==> src/logic/mem_defs.svh <==
`ifndef MEM_DEFS_SVH
`define MEM_DEFS_SVH

// host ports, one cache slice each
`define HOST_PORTS 4

// shared memory is word addressed
`define MEM_ADDR_BITS 8

// 16 lines per slice
`define INDEX_BITS 4

// grant to memory ack
`define MEM_LATENCY 2

`endif
==> src/logic/bus_pkg.sv <==
`include "mem_defs.svh"

package bus_pkg;

  typedef logic [31:0]                 word_t;
  typedef logic [`MEM_ADDR_BITS-1:0]   addr_t;
  typedef logic [3:0]                  sel_t;

  typedef enum logic [1:0] {mem_idle, mem_busy, mem_ack} mem_state_e;

  // byte lanes of new_word replace old_word where sel is set
  function automatic word_t merge_bytes(word_t old_word, word_t new_word, sel_t sel);
    word_t merged;
    merged = old_word;
    for (int b = 0; b < 4; b++) begin
      if (sel[b]) merged[8*b +: 8] = new_word[8*b +: 8];
    end
    return merged;
  endfunction

endpackage

==> src/logic/cache_pkg.sv <==
`include "mem_defs.svh"

package cache_pkg;

  typedef logic [`INDEX_BITS-1:0]                  index_t;
  typedef logic [`MEM_ADDR_BITS-`INDEX_BITS-1:0]   tag_t;

  typedef struct packed {
    logic            valid;
    tag_t            tag;
    bus_pkg::word_t  data;
  } line_t;

  // slc_respond is the single host ack cycle
  typedef enum logic [1:0] {
    slc_idle,
    slc_respond,
    slc_fill,
    slc_write
  } slice_state_e;

endpackage

==> src/logic/inval_sequencer.sv <==
`timescale 1ns/1ns
`default_nettype none

module inval_sequencer (
  input  logic               clk,
  input  logic               rst_async,
  input  logic               flush,
  output logic               inval_valid,
  output cache_pkg::index_t  inval_index,
  output logic               ready
);

  logic               sweeping;
  cache_pkg::index_t  index_q;

  // one full sweep out of reset, another per flush
  always_ff @(posedge clk or posedge rst_async) begin
    if (rst_async) begin
      sweeping <= 1'b1;
      index_q  <= '0;
    end else if (sweeping) begin
      index_q <= index_q + 1'b1;
      // last index, counter wraps back to 0
      if (index_q == '1) sweeping <= 1'b0;
    end else if (flush) begin
      sweeping <= 1'b1;
      index_q  <= '0;
    end
  end

  assign inval_valid = sweeping;
  assign inval_index = index_q;
  assign ready       = !sweeping;

endmodule

`default_nettype wire

==> config.mk <==
export PLATFORM = sky130hd
export DESIGN_NAME = inval_sequencer
export DESIGN_NICKNAME = d
export VERILOG_FILES = /design/src/logic/bus_pkg.sv /design/src/logic/cache_pkg.sv /design/src/logic/inval_sequencer.sv
export VERILOG_INCLUDE_DIRS = /design/src /design/src/logic
export SDC_FILE = /design/constraint.sdc
export NUM_CORES = 1
export LEC_CHECK = 0
export ABC_AREA = 1
export BUFFER_PORTS_ARGS = -buffer_cell sky130_fd_sc_hd__clkbuf_2
export CAP_MARGIN = 25
export CORE_AREA = 2 2 39 41
export CTS_BUF_LIST = sky130_fd_sc_hd__clkbuf_8
export DETAILED_ROUTE_END_ITERATION = 16
export DIE_AREA = 0 0 41 43
export MAX_ROUTING_LAYER = met4
export PLACE_DENSITY = 0.4
export SYNTH_ARGS = -nofsm -noshare
export SYNTH_HDL_FRONTEND = slang
export SYNTH_SLANG_ARGS = --single-unit
export TNS_END_PERCENT = 50
==> constraint.sdc <==
create_clock -name clk -period 1.2 [get_ports clk]
set_clock_uncertainty 0.15 [all_clocks]
set_input_delay 0.12 -clock clk [delete_from_list [all_inputs] [get_ports clk]]
set_output_delay 0.12 -clock clk [all_outputs]
set_load 0.03 [all_outputs]
# Yosys cells after proc, flatten, opt, wreduce, memory -nomap -nowiden
# Index checks and enable logic that the tools add are counted.
totals:
  input_bits: 3
  out_inout_bits: 6
  elab_cells: 11
  ff_bits: 5
op_classes:
  n_eq_ne: 1
  reduce_logical: 2
  n_mux: 5
  addsub: 1
op_table:
  columns: ["cell", "n"]
  rows:
  - ["4-bit two-way mux", 2]
  - ["4-bit by 1-bit adder with 4-bit output (second input constant)", 1]
  - ["4-bit == test (second input constant)", 1]
  - ["1-bit two-way mux", 3]
  - ["2-bit nonzero test", 1]
  - ["1-bit logical NOT", 1]

# Depth between registers and ports, before layout
# Gate-level depths: netlist of the first run.
depth:
  ltp_word: 3
  ltp_mapped: 5
  mapped_depth_nobuf: 5

# Worst setup path after synthesis of the first run
# Ideal clock, no wire load.
synth_timing:
  kind: "reg2reg"
  start: "register index_q[0] (netlist: inval_index[0])"
  end: "register sweeping (netlist: inval_valid)"
  required_time_ns: 0.973
  setup_time_ns: 0.077
  stages_incl_launch_ff: 4
  path_buffers: 0
  synth_period_minus_slack_ns: 1.251
  setup_slack_ns: -0.051
  arrival_ns: 1.024
  cell_sequence: "dfrtp_1 ha_1 nand3_1 o21a_1"
synth_via:
  elab_chain_len: 3
synth_lines:
  columns: ["item", "line_no", "source"]
  rows:
  - ["start: declaration", "inval_sequencer.sv:14", "cache_pkg::index_t index_q;"]
  - ["start signal: assignment", "inval_sequencer.sv:22", "index_q <= index_q + 1'b1;"]
  - ["4-bit == test", "inval_sequencer.sv:24", "if (index_q == '1) sweeping <= 1'b0;"]
  - ["1-bit two-way mux", "inval_sequencer.sv:24", null]
  - ["1-bit two-way mux", "inval_sequencer.sv:21", "end else if (sweeping) begin"]
  - ["end signal: assignment", "inval_sequencer.sv:19", "sweeping <= 1'b1;"]
  - ["end signal: assignment", "inval_sequencer.sv:24", null]
  - ["end signal: assignment", "inval_sequencer.sv:26", "sweeping <= 1'b1;"]
  - ["end: declaration", "inval_sequencer.sv:13", "logic sweeping;"]
# No other way between the ends.
# A chain may end at the register's enable or synchronous reset.

# Worst setup path in the final report of the first run
layout_timing:
  start: "register sweeping (netlist: inval_valid)"
  end: "output ready"
layout_via:
  elab_chain_len: 1
layout_lines:
  columns: ["item", "line_no", "source"]
  rows:
  - ["1-bit logical NOT", "inval_sequencer.sv:33", "assign ready = !sweeping;"]
  - ["end: declaration", "inval_sequencer.sv:10", "output logic ready"]
# No other way between the ends.

==> results of run 1 <==
-- worst reg2reg max path, stage by stage, from the launching register on --
cell and delay, ns:
dfstp_2 0.57, buf_6 0.14, nand3_1 0.10, o21a_1 0.18
-- cell usage after synthesis --
cell type,number
nand2_1,11
dfstp_2,1
nand3_1,3
a21oi_2,1
inv_1,6
inv_2,1
nor2_1,3
ha_1,1
o21a_1,1
dfrtp_1,4
a21oi_1,1
-- stage by stage --
stage                     hold slack (ns)  power (W)  setup WS, ns
after floorplan                   -0.2523  0.0007873      -0.01350
after global placement            -0.1384  0.0009650       0.05914
after detailed placement          -0.1445  0.0009384       0.05388
after CTS                         0.04772   0.001319      -0.03704
after global routing              0.07806   0.001474      -0.06528
final                             0.05490   0.001364      -0.02604
-- layer usage --
metal	global-route usage (%)	vias to the layer above	wire length, um	part of all wire [%]
li1	-	129	-	-
met1	6.494	111	196	39
met2	10.00	8	259	51
met3	4.712	3	21	4.1
met4	12.00	0	31	6.1
met5	-	-	0	0
-- state kept, by name (all words and copies together) (netlist names) --
signal       cells
inval_valid      1
inval_index      4
-- kinds of logic (layout without fill, tap and decap cells) --
group	after synthesis	count (layout)	synth area share, %
flops	5	5	49.76
fa+ha+maj	1	1	4.925
buf+inv	7	22	10.34
simple gates	17	17	26.60
compound gates	3	3	8.374
-- power by group --
part / total, W / switching, W / internal, W
Sequential: 0.000368 / 0.0000963 / 0.000272
Clock: 0.000297 / 0.0000781 / 0.000219
Combinational: 0.000698 / 0.000424 / 0.000274
-- repair_timing --
action | CTS | global route
gates resized for setup | 4 | 6
pin swaps | 0 | 1
hold endpoints to repair | 5 | 0
buffers inserted | 2 | 0
hold buffers | 1 | 0
endpoints found under the setup margin | 2 | 5
-- area by class of cell --
type | count | area [sq um]
clock buffers | 3 | 41.29
clock inverters | 1 | 3.754
fillers | 151 | 962.2
inverters | 7 | 28.78
multi-input cells | 21 | 111.4
flip-flops and latches | 5 | 128.9
well taps | 16 | 20.02
repair buffers | 11 | 87.58
-- worst max-delay path by stage --
stage                           start  slack [ns]              to
after floorplan           inval_valid       -0.01  inval_index[3]
after global placement    inval_valid        0.06  inval_index[3]
after detailed placement  inval_valid        0.05  inval_index[3]
after CTS                 inval_valid       -0.04           ready
after global routing      inval_valid       -0.07     inval_valid
final                     inval_valid       -0.03           ready
==> results.json, run 1 <==
{
  "path_max_fanout": 3,
  "cts_buffers": 3,
  "grt_pass1_wl_um": 793,
  "drt_iter0_markers": 2,
  "tns_ns": -0.05408,
  "dp_hpwl_um": 387.7,
  "max-cap-violations": 0,
  "finalHoldViolations": 0,
  "syn_avg_cell_area_sq_um": 7.697,
  "clkLatencyLatePin_ns": 0.22,
  "syn_inst": 33,
  "cpLargestDelayFamily": "flip-flops",
  "yosysTopAreaCell": "dfrtp_1",
  "grt_overflow": 0,
  "reg2reg_depth": 3,
  "start_util_pct": 18.35,
  "boundaryPins": 9,
  "status": "complete, but fails checks",
  "synthTopCellsByArea": "dfrtp_1 (39%), nand2_1 (16%), dfstp_2 (10%)",
  "yosys_warnings": 0,
  "p_leak_nw": 0.2333,
  "antenna_cells": 0,
  "synth_top_area_share_pct": 39.41,
  "reg2reg_slack_ns": 0,
  "max_stage_delay_ns": 0.57,
  "syn2layout_area_growth_pct": 66.01,
  "cp.arrival_ns": 0.96,
  "final-max-slew-violation-count": 0,
  "hold_class": "primary input to flip-flop",
  "critPathKind": "flip-flop to output pin",
  "path_buf_inv": 2,
  "relSlewSlack_pct": 87.63,
  "mostFrequentLayoutCell": "nand2_1",
  "synth_area_sq_um": 254.0,
  "grt_usage_pct": 8.153,
  "r2r-end": "inval_valid",
  "required_ns": 0.93,
  "tritoncts": "done",
  "coreArea_sq_mm": 0.001384,
  "powerDensity_mw_per_mm2": 3234,
  "period_needed_ns": 1.226,
  "cp_slowest_cell": "dfstp_2",
  "grt_antenna_before_repair": 0,
  "cts_root_buf": "clkbuf_8",
  "min-delay-start": "flush",
  "max-vdd-ir-drop_mv": 0.5145,
  "final_cells": 64,
  "drc": 0,
  "drive_gt1_share_pct": 43.75,
  "final_area_sq_um": 421.7,
  "setup_viol": 3,
  "finalWirelength_um": 508,
  "max_freq_mhz": 815.6,
  "grt_max_degree": 7,
  "path_depth": 2,
  "path_clk_slew_ns": 0.03,
  "fin_nets": 53,
  "rows": 14,
  "worstSetupEndpointType": "output pin",
  "clockBufferDepth": 2,
  "synth_nets": 37,
  "final_util_pct": 30.47,
  "dp_cells": 57,
  "numClockSinks": 5,
  "place.gp.congestion": 0.6340,
  "yosysUniqueCellTypes": 11,
  "yosysSeqAreaShare_pct": 49.75,
  "htreeDepth": 1,
  "whs_path_depth": 4,
  "via_per_inst": 3.922,
  "dr_total_vias": 251,
  "crit_chain": "inv_4 > buf_8",
  "setup_ws_ns": -0.02604,
  "die_w_um": 41,
  "firstDrtPassIters": 2,
  "worstMarginPinSlew_ns": 0.1853,
  "port_buffers": 8,
  "post-route-period-util_pct": 102.2,
  "die-height_um": 43,
  "grt_pass1_vias": 217,
  "final_cell_mix": "nand2_1 (9), inv_1 (6), clkbuf_2 (6)",
  "r2r_start": "inval_valid",
  "start_kind": "flip-flop",
  "grt_setup_unrepaired": "true",
  "route.detailed.wl_per_inst_um": 7.938,
  "ys_seq_elements": 5,
  "placed_area_sq_um": 319.1,
  "die-area_sq_mm": 0.001763,
  "hold_end": "inval_index[3]",
  "ant_nets": 0,
  "violations": "setup timing"
}
Note: power is estimated with default switching activity, not from simulation.
==> run 2, diff against run 1 <==
--- a/config.mk
+++ b/config.mk
@@ -6,7 +6,6 @@
 export SDC_FILE = /design/constraint.sdc
 export NUM_CORES = 1
 export LEC_CHECK = 0
-export ABC_AREA = 1
 export BUFFER_PORTS_ARGS = -buffer_cell sky130_fd_sc_hd__clkbuf_2
 export CAP_MARGIN = 25
 export CORE_AREA = 2 2 39 41
@@ -14,7 +13,7 @@
 export DETAILED_ROUTE_END_ITERATION = 16
 export DIE_AREA = 0 0 41 43
 export MAX_ROUTING_LAYER = met4
-export PLACE_DENSITY = 0.4
+export PLACE_DENSITY = 0.37
 export SYNTH_ARGS = -nofsm -noshare
 export SYNTH_HDL_FRONTEND = slang
 export SYNTH_SLANG_ARGS = --single-unit
==> run 2 against run 1 <==
  * The run still ends with setup timing left
  * Sequential cell count unchanged
  * Clock power rose by 3%
  * First-iteration DRC count is 100% higher
  * Critical path type unchanged
  * Largest cell class unchanged
  * Highest routed layer is now met3
==> results.json, run 2 <==
{
  "syn2layout_area_growth_pct": 72.47,
  "via_per_inst": 3.981,
  "rows": 14,
  "total_power_w": 0.001230,
  "route.detailed.wl_per_inst_um": 10.04,
  "largest_reg_flops": 4,
  "grt_overflow": 0,
  "final_cells": 52,
  "dr_total_vias": 207,
  "crit_chain": "clkbuf_4",
  "syn_inst": 21,
  "yosys_warnings": 0,
  "yosysTopAreaCell": "dfrtp_1",
  "cpLargestDelayFamily": "flip-flops",
  "setup_ws_ns": -0.04204,
  "fin_nets": 41,
  "final-max-slew-violation-count": 0,
  "cp_slowest_cell": "dfstp_2",
  "status": "complete, but fails checks",
  "ys_seq_elements": 5,
  "path_clk_slew_ns": 0.04,
  "p_leak_nw": 0.1755,
  "powerDensity_mw_per_mm2": 3203,
  "setup_viol": 3,
  "htreeDepth": 1,
  "grt_usage_pct": 9.185,
  "ff_latch_area_sq_um": 128.9,
  "max_freq_mhz": 805.1,
  "max-vdd-ir-drop_mv": 0.9762,
  "drt_iter0_markers": 4,
  "syn_avg_cell_area_sq_um": 10.61,
  "synthArstFlopShare_pct": 100.0,
  "start_util_pct": 16.09,
  "grt_antenna_before_repair": 0,
  "clockBufferDepth": 2,
  "final_cell_mix": "clkbuf_2 (6), o21ai_1 (3), clkbuf_8 (3)",
  "worstMarginPinSlew_ns": 0.1945,
  "finalWirelength_um": 522,
  "max-cap-violations": 0,
  "reg2reg_slack_ns": -0.02,
  "synth_nets": 25,
  "numClockSinks": 5,
  "firstDrtPassIters": 4,
  "dp_slack_ns": 0.02602,
  "max_stage_delay_ns": 0.56,
  "die-area_sq_mm": 0.001763,
  "place.gp.congestion": 0.6867,
  "r2r_start": "inval_valid",
  "drc": 0,
  "violations": "setup timing",
  "grt_setup_unrepaired": "true",
  "boundaryPins": 9,
  "critPathKind": "flip-flop to output pin",
  "synthTopCellsByArea": "dfrtp_1 (45%), dfstp_2 (12%), o21ai_1 (6.7%)",
  "post-route-period-util_pct": 103.5,
  "reg2reg_depth": 4,
  "antenna_cells": 0,
  "path_buf_inv": 1,
  "yosysUniqueCellTypes": 14,
  "dp_cells": 45,
  "synth_most_common_cell": "dfrtp_1",
  "synth_ff_type": "dfrtp_1",
  "synth_edf_count": 0,
  "grt_max_degree": 8,
  "path_max_fanout": 3,
  "die_w_um": 41,
  "startpoint": "inval_valid",
  "mostFrequentLayoutCell": "clkbuf_2",
  "cts_root_buf": "clkbuf_8",
  "die-height_um": 43,
  "grt_pass1_vias": 201,
  "hold_class": "primary input to flip-flop",
  "synth_area_sq_um": 222.7,
  "cp.arrival_ns": 0.97,
  "ant_nets": 0,
  "grt_pass1_wl_um": 945,
  "synth_top_area_share_pct": 44.94,
  "coreArea_sq_mm": 0.001384,
  "period_needed_ns": 1.242,
  "path_depth": 1,
  "multi_input_area_sq_um": 101.3,
  "finalHoldViolations": 0,
  "tns_ns": -0.08882,
  "port_buffers": 8,
  "r2r-end": "inval_index[3]",
  "clkLatencyLatePin_ns": 0.22,
  "start_kind": "flip-flop",
  "fill_cells": 160,
  "tritoncts": "done",
  "relSlewSlack_pct": 87.02,
  "drive_gt1_share_pct": 52.78,
  "yosysSeqAreaShare_pct": 56.74,
  "synth_commonest_cells": "dfrtp_1 (4), o21ai_1 (3), inv_1 (2), nand2_1 (2)",
  "crit_path_end": "inval_valid",
  "cts_buffers": 3,
  "worstSetupEndpointType": "output pin",
  "required_ns": 0.93
}
run 2: cell types whose count changed after synthesis, moves of 2 or more:
cell / before / now
inv_1: 6 / 2
nor2_1: 3 / 0
o21ai_1: 0 / 3
nand2_1: 11 / 2
nand3_1: 3 / 1
run 2: cell type report:
class | count | area share (%)
flip-flops and latches | 5 | 33.55
multi-input cells | 14 | 26.38
repair buffers | 11 | 21.17
clock buffers | 3 | 10.75
well taps | 16 | 5.212
inverters | 2 | 1.954
clock inverters | 1 | 0.9772
run 2: worst register-to-register path: stages (launching register included):
cell	delay [ns]
dfstp_2	0.56
buf_6	0.13
nand4_1	0.11
nand3_1	0.10
o21ai_1	0.06
run 2: worst min-delay path by stage:
stage	end	slack, ns	from	cells past startpoint
2_1_floorplan	inval_index[2]	-0.25	rst_async	1
3_3_place_gp	inval_index[2]	-0.14	rst_async	2
3_5_place_dp	inval_index[2]	-0.14	rst_async	2
4_1_cts	inval_index[3]	0.05	flush	4
5_1_grt	inval_index[3]	0.08	flush	4
6_report	inval_index[3]	0.06	flush	4
run 2: power breakdown:
group	leakage, nW	total, W	switching, W	internal (W)
Clock	0.0269	0.000305	0.0000853	0.000220
Sequential	0.0566	0.000371	0.000105	0.000266
Combinational	0.0919	0.000555	0.000314	0.000241
run 2: metal layers:
layer / vias to the layer above / GRT usage (%) / share of wire [%]
met5: - / - / 0
met4: 0 / 10.00 / 0
met3: 0 / 4.712 / 8.8
met2: 7 / 8.125 / 40
met1: 95 / 12.66 / 50
li1: 105 / - / -
run 2: timing repair:
item / in CTS / in global routing
pin swaps: 0 / 3
resized for setup: 4 / 2
hold endpoints to repair: 5 / 0
setup buffers: 1 / 1
hold buffers: 1 / 0
setup endpoints to repair: 2 / 6
run 2: metrics by stage:
step           hold slack [ns]  cell area [sq um]  util, %
4_1_cts                0.05484              371.6    26.85
3_3_place_gp           -0.1365              297.8    21.52
3_5_place_dp           -0.1382              297.8    21.52
6_report               0.06310              384.1    27.76
2_1_floorplan          -0.2523              237.7        -
5_1_grt                0.07783              384.1    27.76
run 2: logic make-up after synthesis:
kind of cell,share of synthesized area [%]
adders and majority gates,5.617
buffers and inverters,3.372
DFF,56.75
and+or+nand+nor,17.42
AOI/OAI and AO/OA,16.85
