--- src/logic/mem_defs.svh ---
`ifndef MEM_DEFS_SVH
`define MEM_DEFS_SVH

// host ports, one cache slice each
`define HOST_PORTS 4

// shared memory is word addressed
`define MEM_ADDR_BITS 8

// 16 lines per slice
`define INDEX_BITS 4

// grant to memory ack
`define MEM_LATENCY 2

`endif
--- src/logic/bus_pkg.sv ---
`include "mem_defs.svh"

package bus_pkg;

  typedef logic [31:0]                 word_t;
  typedef logic [`MEM_ADDR_BITS-1:0]   addr_t;
  typedef logic [3:0]                  sel_t;

  typedef enum logic [1:0] {mem_idle, mem_busy, mem_ack} mem_state_e;

  // byte lanes of new_word replace old_word where sel is set
  function automatic word_t merge_bytes(word_t old_word, word_t new_word, sel_t sel);
    word_t merged;
    merged = old_word;
    for (int b = 0; b < 4; b++) begin
      if (sel[b]) merged[8*b +: 8] = new_word[8*b +: 8];
    end
    return merged;
  endfunction

endpackage

--- src/logic/cache_pkg.sv ---
`include "mem_defs.svh"

package cache_pkg;

  typedef logic [`INDEX_BITS-1:0]                  index_t;
  typedef logic [`MEM_ADDR_BITS-`INDEX_BITS-1:0]   tag_t;

  typedef struct packed {
    logic            valid;
    tag_t            tag;
    bus_pkg::word_t  data;
  } line_t;

  // slc_respond is the single host ack cycle
  typedef enum logic [1:0] {
    slc_idle,
    slc_respond,
    slc_fill,
    slc_write
  } slice_state_e;

endpackage

--- src/logic/wb_if.sv ---
`timescale 1ns/1ns
`default_nettype none

// wishbone classic, one per slice on the memory side
interface wb_if;

  logic            cyc;
  logic            stb;
  logic            we;
  bus_pkg::sel_t   sel;
  bus_pkg::addr_t  adr;
  bus_pkg::word_t  dat_w;
  bus_pkg::word_t  dat_r;
  logic            ack;

  modport master (
    output cyc, stb, we, sel, adr, dat_w,
    input  dat_r, ack
  );

  modport slave (
    input  cyc, stb, we, sel, adr, dat_w,
    output dat_r, ack
  );

endinterface

`default_nettype wire

--- src/logic/cache_slice.sv ---
`timescale 1ns/1ns
`default_nettype none
`include "mem_defs.svh"

module cache_slice (
  input  logic                 clk,
  input  logic                 rst_async,
  input  logic                 host_cyc,
  input  logic                 host_stb,
  input  logic                 host_we,
  input  bus_pkg::sel_t        host_sel,
  input  bus_pkg::addr_t       host_adr,
  input  bus_pkg::word_t       host_dat_w,
  output bus_pkg::word_t       host_dat_r,
  output logic                 host_ack,
  input  logic                 inval_valid,
  input  cache_pkg::index_t    inval_index,
  wb_if.master                 mem
);

  localparam int LINES = 1 << `INDEX_BITS;

  cache_pkg::line_t         lines [LINES];
  cache_pkg::slice_state_e  state;

  // request held while the memory cycle runs
  bus_pkg::addr_t           req_adr;
  bus_pkg::word_t           req_dat;
  bus_pkg::sel_t            req_sel;
  bus_pkg::word_t           rdata;

  cache_pkg::index_t        host_index;
  cache_pkg::tag_t          host_tag;
  cache_pkg::line_t         host_line;
  logic                     host_hit;
  cache_pkg::index_t        req_index;
  cache_pkg::tag_t          req_tag;
  cache_pkg::line_t         req_line;
  logic                     req_hit;
  cache_pkg::line_t         new_line;
  logic                     line_we;
  logic                     take;
  logic                     mem_busy;

  assign host_index = host_adr[`INDEX_BITS-1:0];
  assign host_tag   = host_adr[`MEM_ADDR_BITS-1:`INDEX_BITS];
  assign host_line  = lines[host_index];
  assign host_hit   = host_line.valid && (host_line.tag == host_tag);

  assign req_index  = req_adr[`INDEX_BITS-1:0];
  assign req_tag    = req_adr[`MEM_ADDR_BITS-1:`INDEX_BITS];
  assign req_line   = lines[req_index];
  assign req_hit    = req_line.valid && (req_line.tag == req_tag);

  // no new request during a sweep
  assign take = host_cyc && host_stb && !inval_valid;

  always_ff @(posedge clk or posedge rst_async) begin
    if (rst_async) begin
      state <= cache_pkg::slc_idle;
    end else begin
      case (state)
        cache_pkg::slc_idle: begin
          if (take) begin
            if (host_we)       state <= cache_pkg::slc_write;
            else if (host_hit) state <= cache_pkg::slc_respond;
            else               state <= cache_pkg::slc_fill;
          end
        end
        cache_pkg::slc_fill,
        cache_pkg::slc_write: begin
          if (mem.ack) state <= cache_pkg::slc_respond;
        end
        default: state <= cache_pkg::slc_idle;
      endcase
    end
  end

  always_ff @(posedge clk) begin
    if (state == cache_pkg::slc_idle && take) begin
      req_adr <= host_adr;
      req_dat <= host_dat_w;
      req_sel <= host_sel;
    end
  end

  // hit data at accept, a miss overwrites it with the fill word
  always_ff @(posedge clk) begin
    if (state == cache_pkg::slc_idle && take && !host_we) begin
      rdata <= host_line.data;
    end else if (state == cache_pkg::slc_fill && mem.ack) begin
      rdata <= mem.dat_r;
    end
  end

  // fill on read miss, byte merge only when a write hits
  assign new_line = '{valid: 1'b1,
                      tag:   req_tag,
                      data:  (state == cache_pkg::slc_fill) ? mem.dat_r :
                             bus_pkg::merge_bytes(req_line.data, req_dat, req_sel)};
  assign line_we  = mem.ack && ((state == cache_pkg::slc_fill) ||
                                (state == cache_pkg::slc_write && req_hit));

  always_ff @(posedge clk) begin
    if (line_we) lines[req_index] <= new_line;
    // invalidation wins on the same index
    if (inval_valid) lines[inval_index].valid <= 1'b0;
  end

  assign mem_busy  = (state == cache_pkg::slc_fill) || (state == cache_pkg::slc_write);
  assign mem.cyc   = mem_busy;
  assign mem.stb   = mem_busy;
  assign mem.we    = (state == cache_pkg::slc_write);
  assign mem.sel   = req_sel;
  assign mem.adr   = req_adr;
  assign mem.dat_w = req_dat;

  assign host_ack   = (state == cache_pkg::slc_respond);
  assign host_dat_r = rdata;

endmodule

`default_nettype wire

--- src/flat_wrapper.sv ---
// flat-port wrapper written by rule: the top's interface ports become plain ports
module cache_slice_flat 
  (clk, rst_async, host_cyc, host_stb, host_we, host_sel, host_adr, host_dat_w, host_dat_r, host_ack, inval_valid, inval_index, mem_cyc, mem_stb, mem_we, mem_sel, mem_adr, mem_dat_w, mem_dat_r, mem_ack);
  wb_if mem_i ();
  input  logic clk;
  input  logic rst_async;
  input  logic host_cyc;
  input  logic host_stb;
  input  logic host_we;
  input  bus_pkg::sel_t host_sel;
  input  bus_pkg::addr_t host_adr;
  input  bus_pkg::word_t host_dat_w;
  output bus_pkg::word_t host_dat_r;
  output logic host_ack;
  input  logic inval_valid;
  input  cache_pkg::index_t inval_index;
  output wire logic [$bits(mem_i.cyc)-1:0] mem_cyc;
  output wire logic [$bits(mem_i.stb)-1:0] mem_stb;
  output wire logic [$bits(mem_i.we)-1:0] mem_we;
  output wire logic [$bits(mem_i.sel)-1:0] mem_sel;
  output wire logic [$bits(mem_i.adr)-1:0] mem_adr;
  output wire logic [$bits(mem_i.dat_w)-1:0] mem_dat_w;
  input wire logic [$bits(mem_i.dat_r)-1:0] mem_dat_r;
  input wire logic [$bits(mem_i.ack)-1:0] mem_ack;
  assign mem_cyc = mem_i.cyc;
  assign mem_stb = mem_i.stb;
  assign mem_we = mem_i.we;
  assign mem_sel = mem_i.sel;
  assign mem_adr = mem_i.adr;
  assign mem_dat_w = mem_i.dat_w;
  assign mem_i.dat_r = mem_dat_r;
  assign mem_i.ack = mem_ack;
  cache_slice u_core (.clk(clk), .rst_async(rst_async), .host_cyc(host_cyc), .host_stb(host_stb), .host_we(host_we), .host_sel(host_sel), .host_adr(host_adr), .host_dat_w(host_dat_w), .host_dat_r(host_dat_r), .host_ack(host_ack), .inval_valid(inval_valid), .inval_index(inval_index), .mem(mem_i));
endmodule
--- config.mk ---
export PLATFORM = sky130hd
export DESIGN_NAME = cache_slice_flat
export DESIGN_NICKNAME = d
export VERILOG_FILES = /design/src/logic/bus_pkg.sv /design/src/logic/cache_pkg.sv /design/src/logic/wb_if.sv /design/src/logic/cache_slice.sv /design/src/flat_wrapper.sv
export VERILOG_INCLUDE_DIRS = /design/src /design/src/logic
export SDC_FILE = /design/constraint.sdc
export NUM_CORES = 1
export LEC_CHECK = 0
export ABC_CLOCK_PERIOD_IN_PS = 6890
export CAP_MARGIN = 30
export CORE_MARGIN = 5
export CORE_UTILIZATION = 50
export CTS_CLUSTER_DIAMETER = 150
export CTS_CLUSTER_SIZE = 20
export DETAILED_ROUTE_END_ITERATION = 8
export DONT_BUFFER_PORTS = 1
export PLACE_DENSITY_LB_ADDON = 0.05
export SLEW_MARGIN = 20
export SYNTH_ARGS = -nofsm -noshare
export SYNTH_HDL_FRONTEND = slang
export SYNTH_SLANG_ARGS = --single-unit
--- constraint.sdc ---
create_clock -name clk -period 6.89 [get_ports clk]
set_input_delay 0.689 -clock clk [delete_from_list [all_inputs] [get_ports clk]]
set_output_delay 0.689 -clock clk [all_outputs]
set_load 0.05 [all_outputs]
Word level (Yosys, flattened, before mapping) --
Memory sizes are Yosys's and may differ from the RTL's. A register that Yosys moved wholly into a read port is not among the register bits. Cells that the tools add are included.
Word-level totals: register bits 78, input port bits 87, word-level logic and storage cells 47, memories 1, ROM bits 0, bits in writable memories 592, bits in latches 0, output and inout port bits 80
Memories:
- u_core.lines | depth 16, width 37, read ports 2, clocked after memory_dff 1, wr ports 2, line cache_slice.sv:23 | cache_pkg::line_t lines [LINES];
Operators by class: multiply operators 0, shift operators 0, magnitude comparators 0, mux-type cells 17, bitwise operators 0, eq/ne operators 7, div/mod/pow operators 0, add/subtract/negate cells 0, reductions and logical operators 17
Operator list (count):
- 32-bit 2-to-1 mux | 3
- 8-bit 2-to-1 mux | 4
- 1-bit logical AND | 9
- 4-bit equality test | 2
- 2-bit 2-to-1 mux | 4
- 2-bit equality test, second input constant | 2
- 1-bit 2-to-1 mux | 4
- 4-bit 2-to-1 mux | 1
- 2-bit case mux with 2 select lines | 1
- 2-bit by 1-bit equality test with 1-bit output, second input constant | 1
- 1-bit zero test | 2
- 2-bit zero test | 1
- 1-bit logical OR | 2
- 2-bit by 1-bit inequality test with 1-bit output, second input constant | 1
- 2-bit inequality test, second input constant | 1
- 2-bit AND reduction | 1
- 2-bit nonzero test | 1
- 2-bit OR reduction | 1

Logic depth before layout (Yosys ltp) --
Gate-level depths: netlist (run 1).
word-level depth 7, depth in mapped cells 11

Worst setup path after synthesis (run 1) --
No wires, ideal clock.
path kind input-to-reg, from input port inval_valid, to register u_core.rdata[0], in the netlist u_core.host_dat_r[0], enable pin, stages on the path 5, setup slack -0.304 ns, library setup time 0.375 ns, buffers on the path 2, arrival time 6.819 ns, data required time 6.515 ns, cell sequence nor4_1 > nor2b_1 > clkbuf_1 > buf_2 > or2_2
Between the ends: longest elaborated chain between the ends 5
RTL lines:
- start, declared | line flat_wrapper.sv:15 | input logic inval_valid;
- 1-bit zero test | line cache_slice.sv:56 | assign take = host_cyc && host_stb && !inval_valid;
- 1-bit logical AND | line cache_slice.sv:56
- 1-bit logical AND (2 in series) | line cache_slice.sv:89 | if (state == cache_pkg::slc_idle && take && !host_we) begin
- 2-bit nonzero test (no source line)
- end signal, assigned | line cache_slice.sv:90 | rdata <= host_line.data;
- end signal, assigned | line cache_slice.sv:92 | rdata <= mem.dat_r;
- end, declared | line cache_slice.sv:30 | bus_pkg::word_t rdata;
Every way passes these cells. A chain may end at the register's enable or synchronous reset.

==> results.md, run 1 <==
* Status: finished clean
* Detail Placement HPWL at ~44 mm
* Synth cell types at 45
* Switching pwr at 1710 µW
* Post-synthesis register bit count at a little under 700
* Power share of the clock group at 0.306
* Worst setup SP type: flop
* Average wire per standard cell at between 30 and 40 µm
* Core area at around 61,000 µm²
* Register area share after synthesis at 0.650
* Total Nets Final at between 1.5k and 2k
* Hold-fix buffers, CTS at 1
* WL met3 at ~4.3 mm
* Critical Path RT at around 7.2 ns
* Root Buffer: clkbuf_16
* Gpl congestion at 0.804
* Data arrival time of the critical path at 4.84 ns
* Synth area leader: edfxtp_1
* RSZ-0062 raised after global routing: false
* Worst-path clk slew at 0.09 ns
* Sequential share of power at 0.611
* Maximum level of the CTS H-tree at 2
* Sw frac at 0.222
* Syn_area_per_cell at roughly 21 µm²
* Synth Net Count at between 1.5k and 2k
* Setup TNS at 0 ns
* Initial DRC Count at 1,482
* Slew Limit Fails at 0
* Overflow after GRT at 0
* Max-Cap Viols at 0
* CTS Sinks at roughly 670
* Initial antenna violation count at 1
* Worst slew margin at 0.318
* Final min period at 4.58 ns
* DR WL met2 at ~39 mm
* Top layer in use: met4
* Internal power at 5990 µW
* Critical-path top delay cell: a21oi_4
* Final Core Density at 0.541
* Antenna Violating Nets Remaining at 0
* Initial DRT Pass Iterations at 7
* Largest cells by area after synthesis: edfxtp_1, mux4_2, mux2i_1
* DIE WIDTH at about 260 µm
* Num CTS Buffers at 39
* Fmax at 218 MHz
* Logic pwr share at 0.083
* Longest Clk Path Bufs at 3
* Starting Density at 0.502
* Mapped cell area at 30,800 µm²
* M1 wire length at between 30 and 40 mm
* Pin count of the biggest net entering global routing at 151
* Worst-skew pair later-pin latency at 0.59 ns
* Num rows at 91
* Final wirelength at approximately 76 mm
* Layout cells sized above 1 at 0.379
* Worst-path maximum fanout at 28
* Syn Inst Count at 1,443
* Via count at around 15k
* I/O Buffers at 0
* CP Buf/Inv Count at 2
* Crit path largest cell delay at 0.88 ns
* CP Cell Sequence: buf_4, mux4_2, mux2i_1, mux2i_1, a21oi_2, nand4_2, a21oi_4, buf_4
* Setup violations, final at 0
* Drt via density at 6.70
* Synth Warn # at 0
* Final Cycle Share at 0.665
* DIE AREA at between 60,000 and 70,000 µm²
* Vias in the first global route at 16.0k
* Setup Fix Bufs, Post-CTS at 0
* Hold Crit Class: in2reg
* Area share of the largest cell type after synthesis at 0.636
* Remaining DRCs at 0
* Post-CTS resize count at 0
* Gr usage total at 0.229
* I/O pin cnt at 167
* Synthesis-to-finish area growth at 7.87%
* Skew final at about 0.028 ns
* First-pass GRT wire length at around 110 mm
* CTS tree: built
* Worst Max-Slew Pin Slew at approximately 1 ns
* Critical path's top delay family: compound AO/OA/AOI/OAI gates
* Leakage at between 0.01 and 0.015 µW
* Die Ht at 258 µm
* Final Hold Slack at around 0.19 ns
* CP Capture Type: flop
* P per Cell Area at between 200 and 250 nW/µm²
* Fin. Hold Viols at 0
* Peak VDD IR at around 0.00023 V
* CP Class: reg2reg
-- power groups by stage --
stage	combinational (µW)	clock, µW	sequential (µW)
after global placement	614	0	4800
after CTS	635	2430	4700
after detailed placement	635	0	4800
final	635	2360	4700
after floorplan	493	0	4780
after global routing	676	2570	4710
-- flip-flops by register name (all words and copies together), names as in the netlist, named ones only --
name and flops:
u_core.lines 592, u_core.host_dat_r 32, u_core.mem.sel 4, u_core.mem.dat_w 32
u_core.mem.adr 8, u_core.state 2
-- cells in the mapped netlist (all sizes together) --
cell     number
o31ai         1
buf          81
inv          22
o2bb2ai       1
mux2i        45
nand3         4
dfrtp         2
and3          1
nor2          7
o21bai        1
nor2b         8
nand2        49
xnor2         4
nand2b        7
nor3         13
dfxtp        20
nand4         4
a31oi        16
a21oi         4
or2           2
clkbuf       29
xor2          1
nor4          6
a41oi         1
o22ai        16
and4b         2
mux2         37
edfxtp      652
o21ai        33
nor4b         2
and4          2
mux4        365
and2          3
a21boi        2
-- per-stage QoR --
| step | total power (µW) | instance area [µm²] | setup WS (ns) | instances |
|---|---|---|---|---|
| finish | 7690 | 33200 | 2.31 | 2256 |
| floorplan | 5270 | 30800 | 0.894 | 1443 |
| CTS | 7770 | 33100 | 2.20 | 2246 |
| global route | 7950 | 33200 | 2.00 | 2254 |
| global placement | 5410 | 31900 | 2.27 | 2186 |
| detailed placement | 5430 | 32100 | 2.24 | 2197 |
-- final cells by class --
cell class,count,area (µm²)
Clock inverter,1,8.76
Multi-Input combinational cell,637,10300
Timing Repair Buffer,83,727
Sequential cell,674,20000
Fill cell,4644,28200
Clock buffer,47,1050
Tap cell,790,988
Inverter,22,82.6
Antenna cell,2,5.00
-- logic make-up (layout without fill, tap and decap cells) --
logic type             after synthesis  count (layout)  share of synthesized area
other                                0               2                          0
AND/OR/NAND/NOR                    110             110                     0.0186
AO/OA/AOI/OAI                       75              75                     0.0144
flip-flops                         674             674                      0.650
buffers and inverters              132             153                     0.0194
XOR/XNOR                             5               5                    0.00142
multiplexers                       447             447                      0.296
-- worst paths after layout --
check | slack [ns] | to | start | cells past startpoint
hold reg to reg | 0.50 | u_core.lines[4][36] | u_core.lines[4][36] | 2
setup / recovery | 2.31 | u_core.lines[2][29] | flop | 8
max in group asynchronous | 6.41 | u_core.state[1] | rst_async | 2
setup reg to reg | 2.31 | u_core.lines[2][29] | flop | 8
min in group asynchronous | 0.38 | u_core.state[0] | rst_async | 2
hold / removal | 0.19 | u_core.mem.dat_w[0] | host_dat_w[0] | 0
-- layer usage --
| metal | vias to the layer above | track usage |
|---|---|---|
| li1 | 6275 | - |
| met2 | 475 | 0.388 |
| met4 | 0 | 0.0485 |
| met3 | 81 | 0.0354 |
| met1 | 8277 | 0.321 |
| met5 | - | 0 |
-- layout by cell type (no fill, tap or decap), drive strengths merged, types with 2 or more instances in the layout --
cell    count
a21boi      2
a21oi       4
a31oi      16
and2        3
and4        2
and4b       2
buf        79
clkbuf     50
dfrtp       2
dfxtp      20
diode       2
edfxtp    652
inv        22
mux2       37
mux2i      45
mux4      365
nand2      49
nand2b      7
nand3       4
nand4       4
nor2        7
nor2b       8
nor3       13
nor4        6
nor4b       2
o21ai      33
o22ai      16
or2         2
xnor2       4
-- worst register-to-register path: stages (launching register included) --
cell and delay (ns):
dfxtp_4 0.67, buf_4 0.66, mux4_2 0.59, mux2i_1 0.21
mux2i_1 0.16, a21oi_2 0.26, nand4_2 0.38, a21oi_4 0.89
buf_4 0.43
(Power assumes the default switching activity.)
==> inputs of run 2 (changes only) <==
--- a/config.mk
+++ b/config.mk
@@ -6,7 +6,7 @@
 export SDC_FILE = /design/constraint.sdc
 export NUM_CORES = 1
 export LEC_CHECK = 0
-export ABC_CLOCK_PERIOD_IN_PS = 6890
+export ABC_CLOCK_PERIOD_IN_PS = 3800
 export CAP_MARGIN = 30
 export CORE_MARGIN = 5
 export CORE_UTILIZATION = 50
==> constraint.sdc (replaced) <==
create_clock -name clk -period 3.8 [get_ports clk]
set_input_delay 0.38 -clock clk [delete_from_list [all_inputs] [get_ports clk]]
set_output_delay 0.38 -clock clk [all_outputs]
set_load 0.05 [all_outputs]
==> results.md, run 2 (synthesis results as in run 1) <==
* Status: finished clean
* I/O Buffers at 0 (unchanged)
* Peak VDD IR at 0.000247 V (+7.0%)
* Commonest non-fill, non-tap cell in the layout: edfxtp_1
* Fmax at 277 MHz (+27%)
* Worst-path maximum fanout at 27 (-3.6%)
* Skew final at 0.0305 ns (+0.00199 ns)
* Final wirelength at 79.3 mm (+4.3%)
* Num CTS Buffers at 39 (unchanged)
* Worst slew margin at 0.347 (+0.0293)
* Fin. Hold Viols at 0 (unchanged)
* Placed Area at 32,500 µm² (+1.3%)
* Longest Clk Path Bufs at 3 (unchanged)
* Leakage at 0.0106 µW (+5.3%)
* Overflow after GRT at 0 (unchanged)
* Worst Max-Slew Pin Slew at 0.979 ns (-0.0439 ns)
* Vias in the first global route at 16.6k (+3.2%)
* Via count at 15.8k (+4.5%)
* CTS tree: built
* DP Cell Count at 2,227 (+1.4%)
* DIE WIDTH at 258 µm (unchanged)
* Final min period at 3.60 ns (-0.977 ns)
* Final Core Density at 0.559 (+0.0181)
* Core area at 61,400 µm² (unchanged)
* Post-Layout Cell Count at 2,363 (+4.7%)
* Initial DRT Pass Iterations at 5 (-2)
* Layout cells sized above 1 at 0.366 (-0.0129)
* Initial DRC Count at 1,588 (+7.2%)
* Initial antenna violation count at 1 (unchanged)
* Max reg flops at 592 (unchanged)
* I/O pin cnt at 167 (unchanged)
* Post-CTS resize count at 0 (unchanged)
* Synthesis-to-finish area growth at 11.5%
* Cell area after layout at 34,300 µm² (+3.3%)
* Critical path endpoint: u_core.lines[10][17]
* Setup violations, final at 0 (unchanged)
* Data arrival time of the critical path at 3.86 ns (-0.98 ns)
* Drt via density at 6.68 (-0.22%)
* CP Class: reg2reg
* Worst-skew pair later-pin latency at 0.59 ns (about the same)
* Critical Path RT at 4.05 ns (-3.10 ns)
* RSZ-0062 raised after global routing: false
* Reg-to-reg slack, setup at 0.20 ns (-2.11 ns)
* Die Ht at 258 µm (unchanged)
* Power share of the clock group at 0.301 (-0.005)
* Root Buffer: clkbuf_16
* Hold Crit Class: in2reg
* Starting Density at 0.502 (unchanged)
* Pin count of the biggest net entering global routing at 150 (-0.66%)
* Gpl congestion at 0.809 (+0.71%)
* Internal power at 10,900 µW (+82%)
* Remaining DRCs at 0 (unchanged)
* Gr usage total at 0.238 (+0.00942)
* Reg with most FFs: u_core.lines
* CP Capture Type: flop
* RR Endpoint: u_core.lines[10][17]
* DIE AREA at 66,600 µm² (unchanged)
* Slew Limit Fails at 0 (unchanged)
* Sequential share of power at 0.608 (-0.003)
* Worst r2r path cells at 8 (unchanged)
* Switching pwr at 3110 µW (+82%)
* Ant diodes at 0 (-2)
* Max-Cap Viols at 0 (unchanged)
* First-pass GRT wire length at 115 mm (+3.5%)
* DP Worst Slack at 0.0266 ns (-2.21 ns)
* Worst-path clk slew at 0.09 ns (about the same)
* Final WS setup at 0.196 ns (-2.11 ns)
* Detail Placement HPWL at 46.3 mm (+4.7%)
* Worst setup SP type: flop
* Setup Fix Bufs, Post-CTS at 0 (unchanged)
* Logic pwr share at 0.091 (+0.008)
* Average wire per standard cell at 33.6 µm (-0.45%)
* Final Cycle Share at 0.948 (+0.284)
* P per Cell Area at 407 nW/µm² (+76%)
* Sw frac at 0.222 (+0.000734)
* Total Nets Final at 1,647 (+6.7%)
* Antenna Violating Nets Remaining at 0 (unchanged)
* CTS Sinks at 674 (unchanged)
* Maximum level of the CTS H-tree at 2 (unchanged)
* Num rows at 91 (unchanged)
* Commonest cells after routing, fill and taps aside: edfxtp_1, mux4_2, buf_4
## run 2: cell count changes in the layout (fill, tap and decap cells not counted), sizes merged
| cell | previous run | this run |
|---|---|---|
| diode | 2 | 0 |
| clkbuf | 50 | 52 |
| dlygate4sd3 | 1 | 80 |
| inv | 22 | 23 |
| buf | 79 | 106 |
## run 2: per-stage QoR
| step | power (µW) | TNS [ns] | hold WS (ns) |
|---|---|---|---|
| floorplan | 9560 | -134.68 | 0.121 |
| global placement | 9860 | 0 | 0.127 |
| detailed placement | 9880 | 0 | 0.130 |
| CTS | 14100 | 0 | 0.00585 |
| global route | 14500 | 0 | 0.0435 |
| finish | 14000 | 0 | 0.0380 |
## run 2: worst min path at each step
stage          startpoint               to  cells past startpoint
6_report          host_we  u_core.state[0]                      2
5_1_grt           host_we  u_core.state[0]                      2
4_1_cts           host_we  u_core.state[0]                      2
3_5_place_dp    rst_async  u_core.state[1]                      1
3_3_place_gp    rst_async  u_core.state[1]                      1
2_1_floorplan   rst_async  u_core.state[0]                      1
## run 2: routing by layer
metal / up-vias / part of all wire / global-route usage / wire [µm]
met3: 75 / 0.068 / 0.0415 / 5360
met1: 8639 / 0.43 / 0.357 / 34000
met5: - / 0 / 0 / 0
met2: 584 / 0.49 / 0.383 / 38700
met4: 0 / 0.016 / 0.0393 / 1290
li1: 6491 / - / - / -
## run 2: critical path, cell delays in order, from the launching register on
cell and delay [ns]:
dfxtp_4 0.41, mux4_1 0.57, mux4_2 0.50, xor2_1 0.19, nor3_2 0.16, a41oi_2 0.19
buf_4 0.19, nor3_4 0.69, buf_12 0.35
## run 2: final cells by class
cell class / instances / area [µm²]
fill: 4561 / 27000
sequential: 674 / 20000
multi-input combinational: 637 / 10400
timing repair buffer: 186 / 1790
clock buffer: 52 / 1020
tap: 790 / 988
inverter: 22 / 82.6
clock inverter: 2 / 17.5
## run 2: timing repair
action                     4_1_cts  5_1_grt
hold endpoints to repair        85        0
setup endpoints to repair        2        0
hold buffers                    80        0
## run 2: power groups by stage
stage | registers [µW] | logic, µW | clock network, µW
2_1_floorplan | 8660 | 897 | 0
3_3_place_gp | 8670 | 1190 | 0
3_5_place_dp | 8670 | 1210 | 0
4_1_cts | 8500 | 1290 | 4340
5_1_grt | 8500 | 1360 | 4630
6_report | 8500 | 1280 | 4200
==> inputs of run 3 (changes only) <==
--- a/config.mk
+++ b/config.mk
@@ -7,8 +7,8 @@
 export NUM_CORES = 1
 export LEC_CHECK = 0
 export ABC_CLOCK_PERIOD_IN_PS = 3800
-export CAP_MARGIN = 30
-export CORE_MARGIN = 5
+export CAP_MARGIN = 10
+export CORE_MARGIN = 10
 export CORE_UTILIZATION = 50
 export CTS_CLUSTER_DIAMETER = 150
 export CTS_CLUSTER_SIZE = 20
==> results.md, run 3 (synthesis results as in run 1) <==
* Reg with most FFs: u_core.lines
* Core area at 60,700 µm² (-1.1%)
* Synthesis-to-finish area growth at 11.3%
* Die Ht at 268 µm (+3.9%)
* RSZ-0062 raised after global routing: false
* Post-Layout Cell Count at 2,348 (-0.63%)
* Worst r2r path cells at 8 (unchanged)
* Pin count of the biggest net entering global routing at 151 (+0.67%)
* Worst-path clk slew at 0.09 ns (about the same)
* Final Hold Slack at 0.0312 ns (-0.00676 ns)
* CP Class: reg2reg
* Remaining DRCs at 0 (unchanged)
* Worst-skew pair later-pin latency at 0.59 ns (about the same)
* Average wire per standard cell at 33.9 µm (+1.2%)
* Final wirelength at 79.7 mm (+0.52%)
* M1 wire length at 33.1 mm (-2.7%)
* I/O Buffers at 0 (unchanged)
* Logic pwr share at 0.088 (-0.003)
* Worst-path maximum fanout at 24 (-11%)
* I/O pin cnt at 167 (unchanged)
* Hold Crit Class: in2reg
* Root Buffer: clkbuf_16
* Commonest non-fill, non-tap cell in the layout: edfxtp_1
* Sw frac at 0.221 (-0.00143)
* CTS tree: built
* Maximum level of the CTS H-tree at 2 (unchanged)
* Final min period at 3.61 ns (+0.00336 ns)
* Total Nets Final at 1,638 (-0.55%)
* Gr usage total at 0.225 (-0.0126)
* Leakage at 0.0106 µW (-0.17%)
* Antenna Violating Nets Remaining at 0 (unchanged)
* Critical Path RT at 4.07 ns (+0.02 ns)
* Top layer in use: met4
* Ant diodes at 0 (unchanged)
* Max reg flops at 592 (unchanged)
* Slew Limit Fails at 0 (unchanged)
* Setup Fix Bufs, Post-CTS at 0 (unchanged)
* Initial DRC Count at 1,704 (+7.3%)
* Final Cycle Share at 0.949 (about the same)
* Layout cells sized above 1 at 0.367 (about the same)
* Fmax at 277 MHz (about the same)
* Starting Density at 0.507 (+0.00557)
* Initial DRT Pass Iterations at 5 (unchanged)
* Gpl congestion at 0.799 (-1.3%)
* Num CTS Buffers at 39 (unchanged)
* DP Cell Count at 2,218 (-0.40%)
* Sequential share of power at 0.605 (-0.003)
* Hold Path Depth at 1 (-1)
* Fin. Hold Viols at 0 (unchanged)
* Switching pwr at 3110 µW (-0.10%)
* WL met3 at 5.14 mm (-4.0%)
* CTS Sinks at 674 (unchanged)
* Num rows at 90 (-1.1%)
* Vias in the first global route at 17.0k (+2.6%)
* Initial antenna violation count at 1 (unchanged)
* Worst Max-Slew Pin Slew at 0.984 ns (+0.00470 ns)
* Cell area after layout at 34,300 µm² (-0.12%)
* DP Worst Slack at 0.194 ns (+0.167 ns)
* Post-CTS resize count at 0 (unchanged)
* Internal power at 10,900 µW (+0.73%)
* Data arrival time of the critical path at 3.88 ns (+0.02 ns)
* Skew final at 0.0240 ns (-0.00644 ns)
* Worst slew margin at 0.344 (-0.00313)
* Commonest cells after routing, fill and taps aside: edfxtp_1, mux4_2, buf_4
* Pwr Total at 14,100 µW (+0.55%)
* Drt via density at 6.77 (+1.3%)
* Hold-fix buffers, CTS at 74 (-7.5%)
* Worst setup SP type: flop
* CP Capture Type: flop
* Overflow after GRT at 0 (unchanged)
* Power share of the clock group at 0.307 (+0.006)
* First-pass GRT wire length at 118 mm (+2.3%)
* DIE WIDTH at 268 µm (+3.9%)
* Longest Clk Path Bufs at 3 (unchanged)
* Max-Cap Viols at 0 (unchanged)
* Status: finished clean
* Placed Area at 32,500 µm² (about the same)
* Via count at 15.9k (+0.68%)
* Detail Placement HPWL at 45.0 mm (-2.8%)
* DIE AREA at 71,900 µm² (+7.9%)
* Setup violations, final at 0 (unchanged)
* Final WS setup at 0.193 ns (-0.00336 ns)
* Peak VDD IR at 0.000314 V (+27%)
* DR WL met2 at 40.1 mm (+3.6%)
* P per Cell Area at 410 nW/µm² (+0.66%)
==> run 3: cell types whose count changed in the layout (fill, tap and decap cells not counted), sizes merged <==
cell         delta
buf             -3
clkbuf          +3
inv             -1
dlygate4sd3     -6
==> run 3: layout make-up <==
cell class / count / area [µm²]
clock inverter: 1 / 8.76
clock buffer: 55 / 1080
timing repair buffer: 177 / 1710
multi-input combinational: 637 / 10400
fill: 4453 / 26400
inverter: 22 / 82.6
sequential: 674 / 20000
tap: 782 / 978
==> run 3: power by group through the flow <==
stage	clock [µW]	combinational [µW]	sequential [µW]
floorplan	0	897	8660
global placement	0	1180	8670
detailed placement	0	1180	8670
CTS	4430	1250	8500
global route	4700	1330	8510
finish	4310	1240	8500
==> run 3: final timing paths <==
path | from | endpoint | slack, ns
max in group asynchronous | rst_async | u_core.state[1] | 3.61
min reg2reg | u_core.lines[3][36] | u_core.lines[3][36] | 0.51
min in group asynchronous | rst_async | u_core.state[0] | 0.08
max | flop | u_core.lines[15][21] | 0.19
min | mem_dat_r[1] | u_core.host_dat_r[1] | 0.03
max reg2reg | flop | u_core.lines[15][21] | 0.19
==> run 3: critical path, cell delays in order, from the launching register on <==
cell and delay, ns:
dfxtp_4 0.41, mux4_1 0.56, mux4_2 0.48, xor2_1 0.19, nor3_2 0.15, a41oi_2 0.17, buf_12 0.19, nor3_4 0.81
buf_12 0.32
==> run 3: per-layer routing <==
| metal | up-vias | track usage |
|---|---|---|
| met5 | - | 0 |
| met4 | 0 | 0.0470 |
| met3 | 100 | 0.0324 |
| met2 | 603 | 0.367 |
| met1 | 8734 | 0.323 |
| li1 | 6459 | - |
==> run 3: through the flow <==
stage / utilization / setup TNS (ns)
6_report: 0.565 / 0
3_3_place_gp: 0.535 / 0
4_1_cts: 0.565 / 0
3_5_place_dp: 0.535 / 0
2_1_floorplan: - / -134.68
5_1_grt: 0.565 / 0
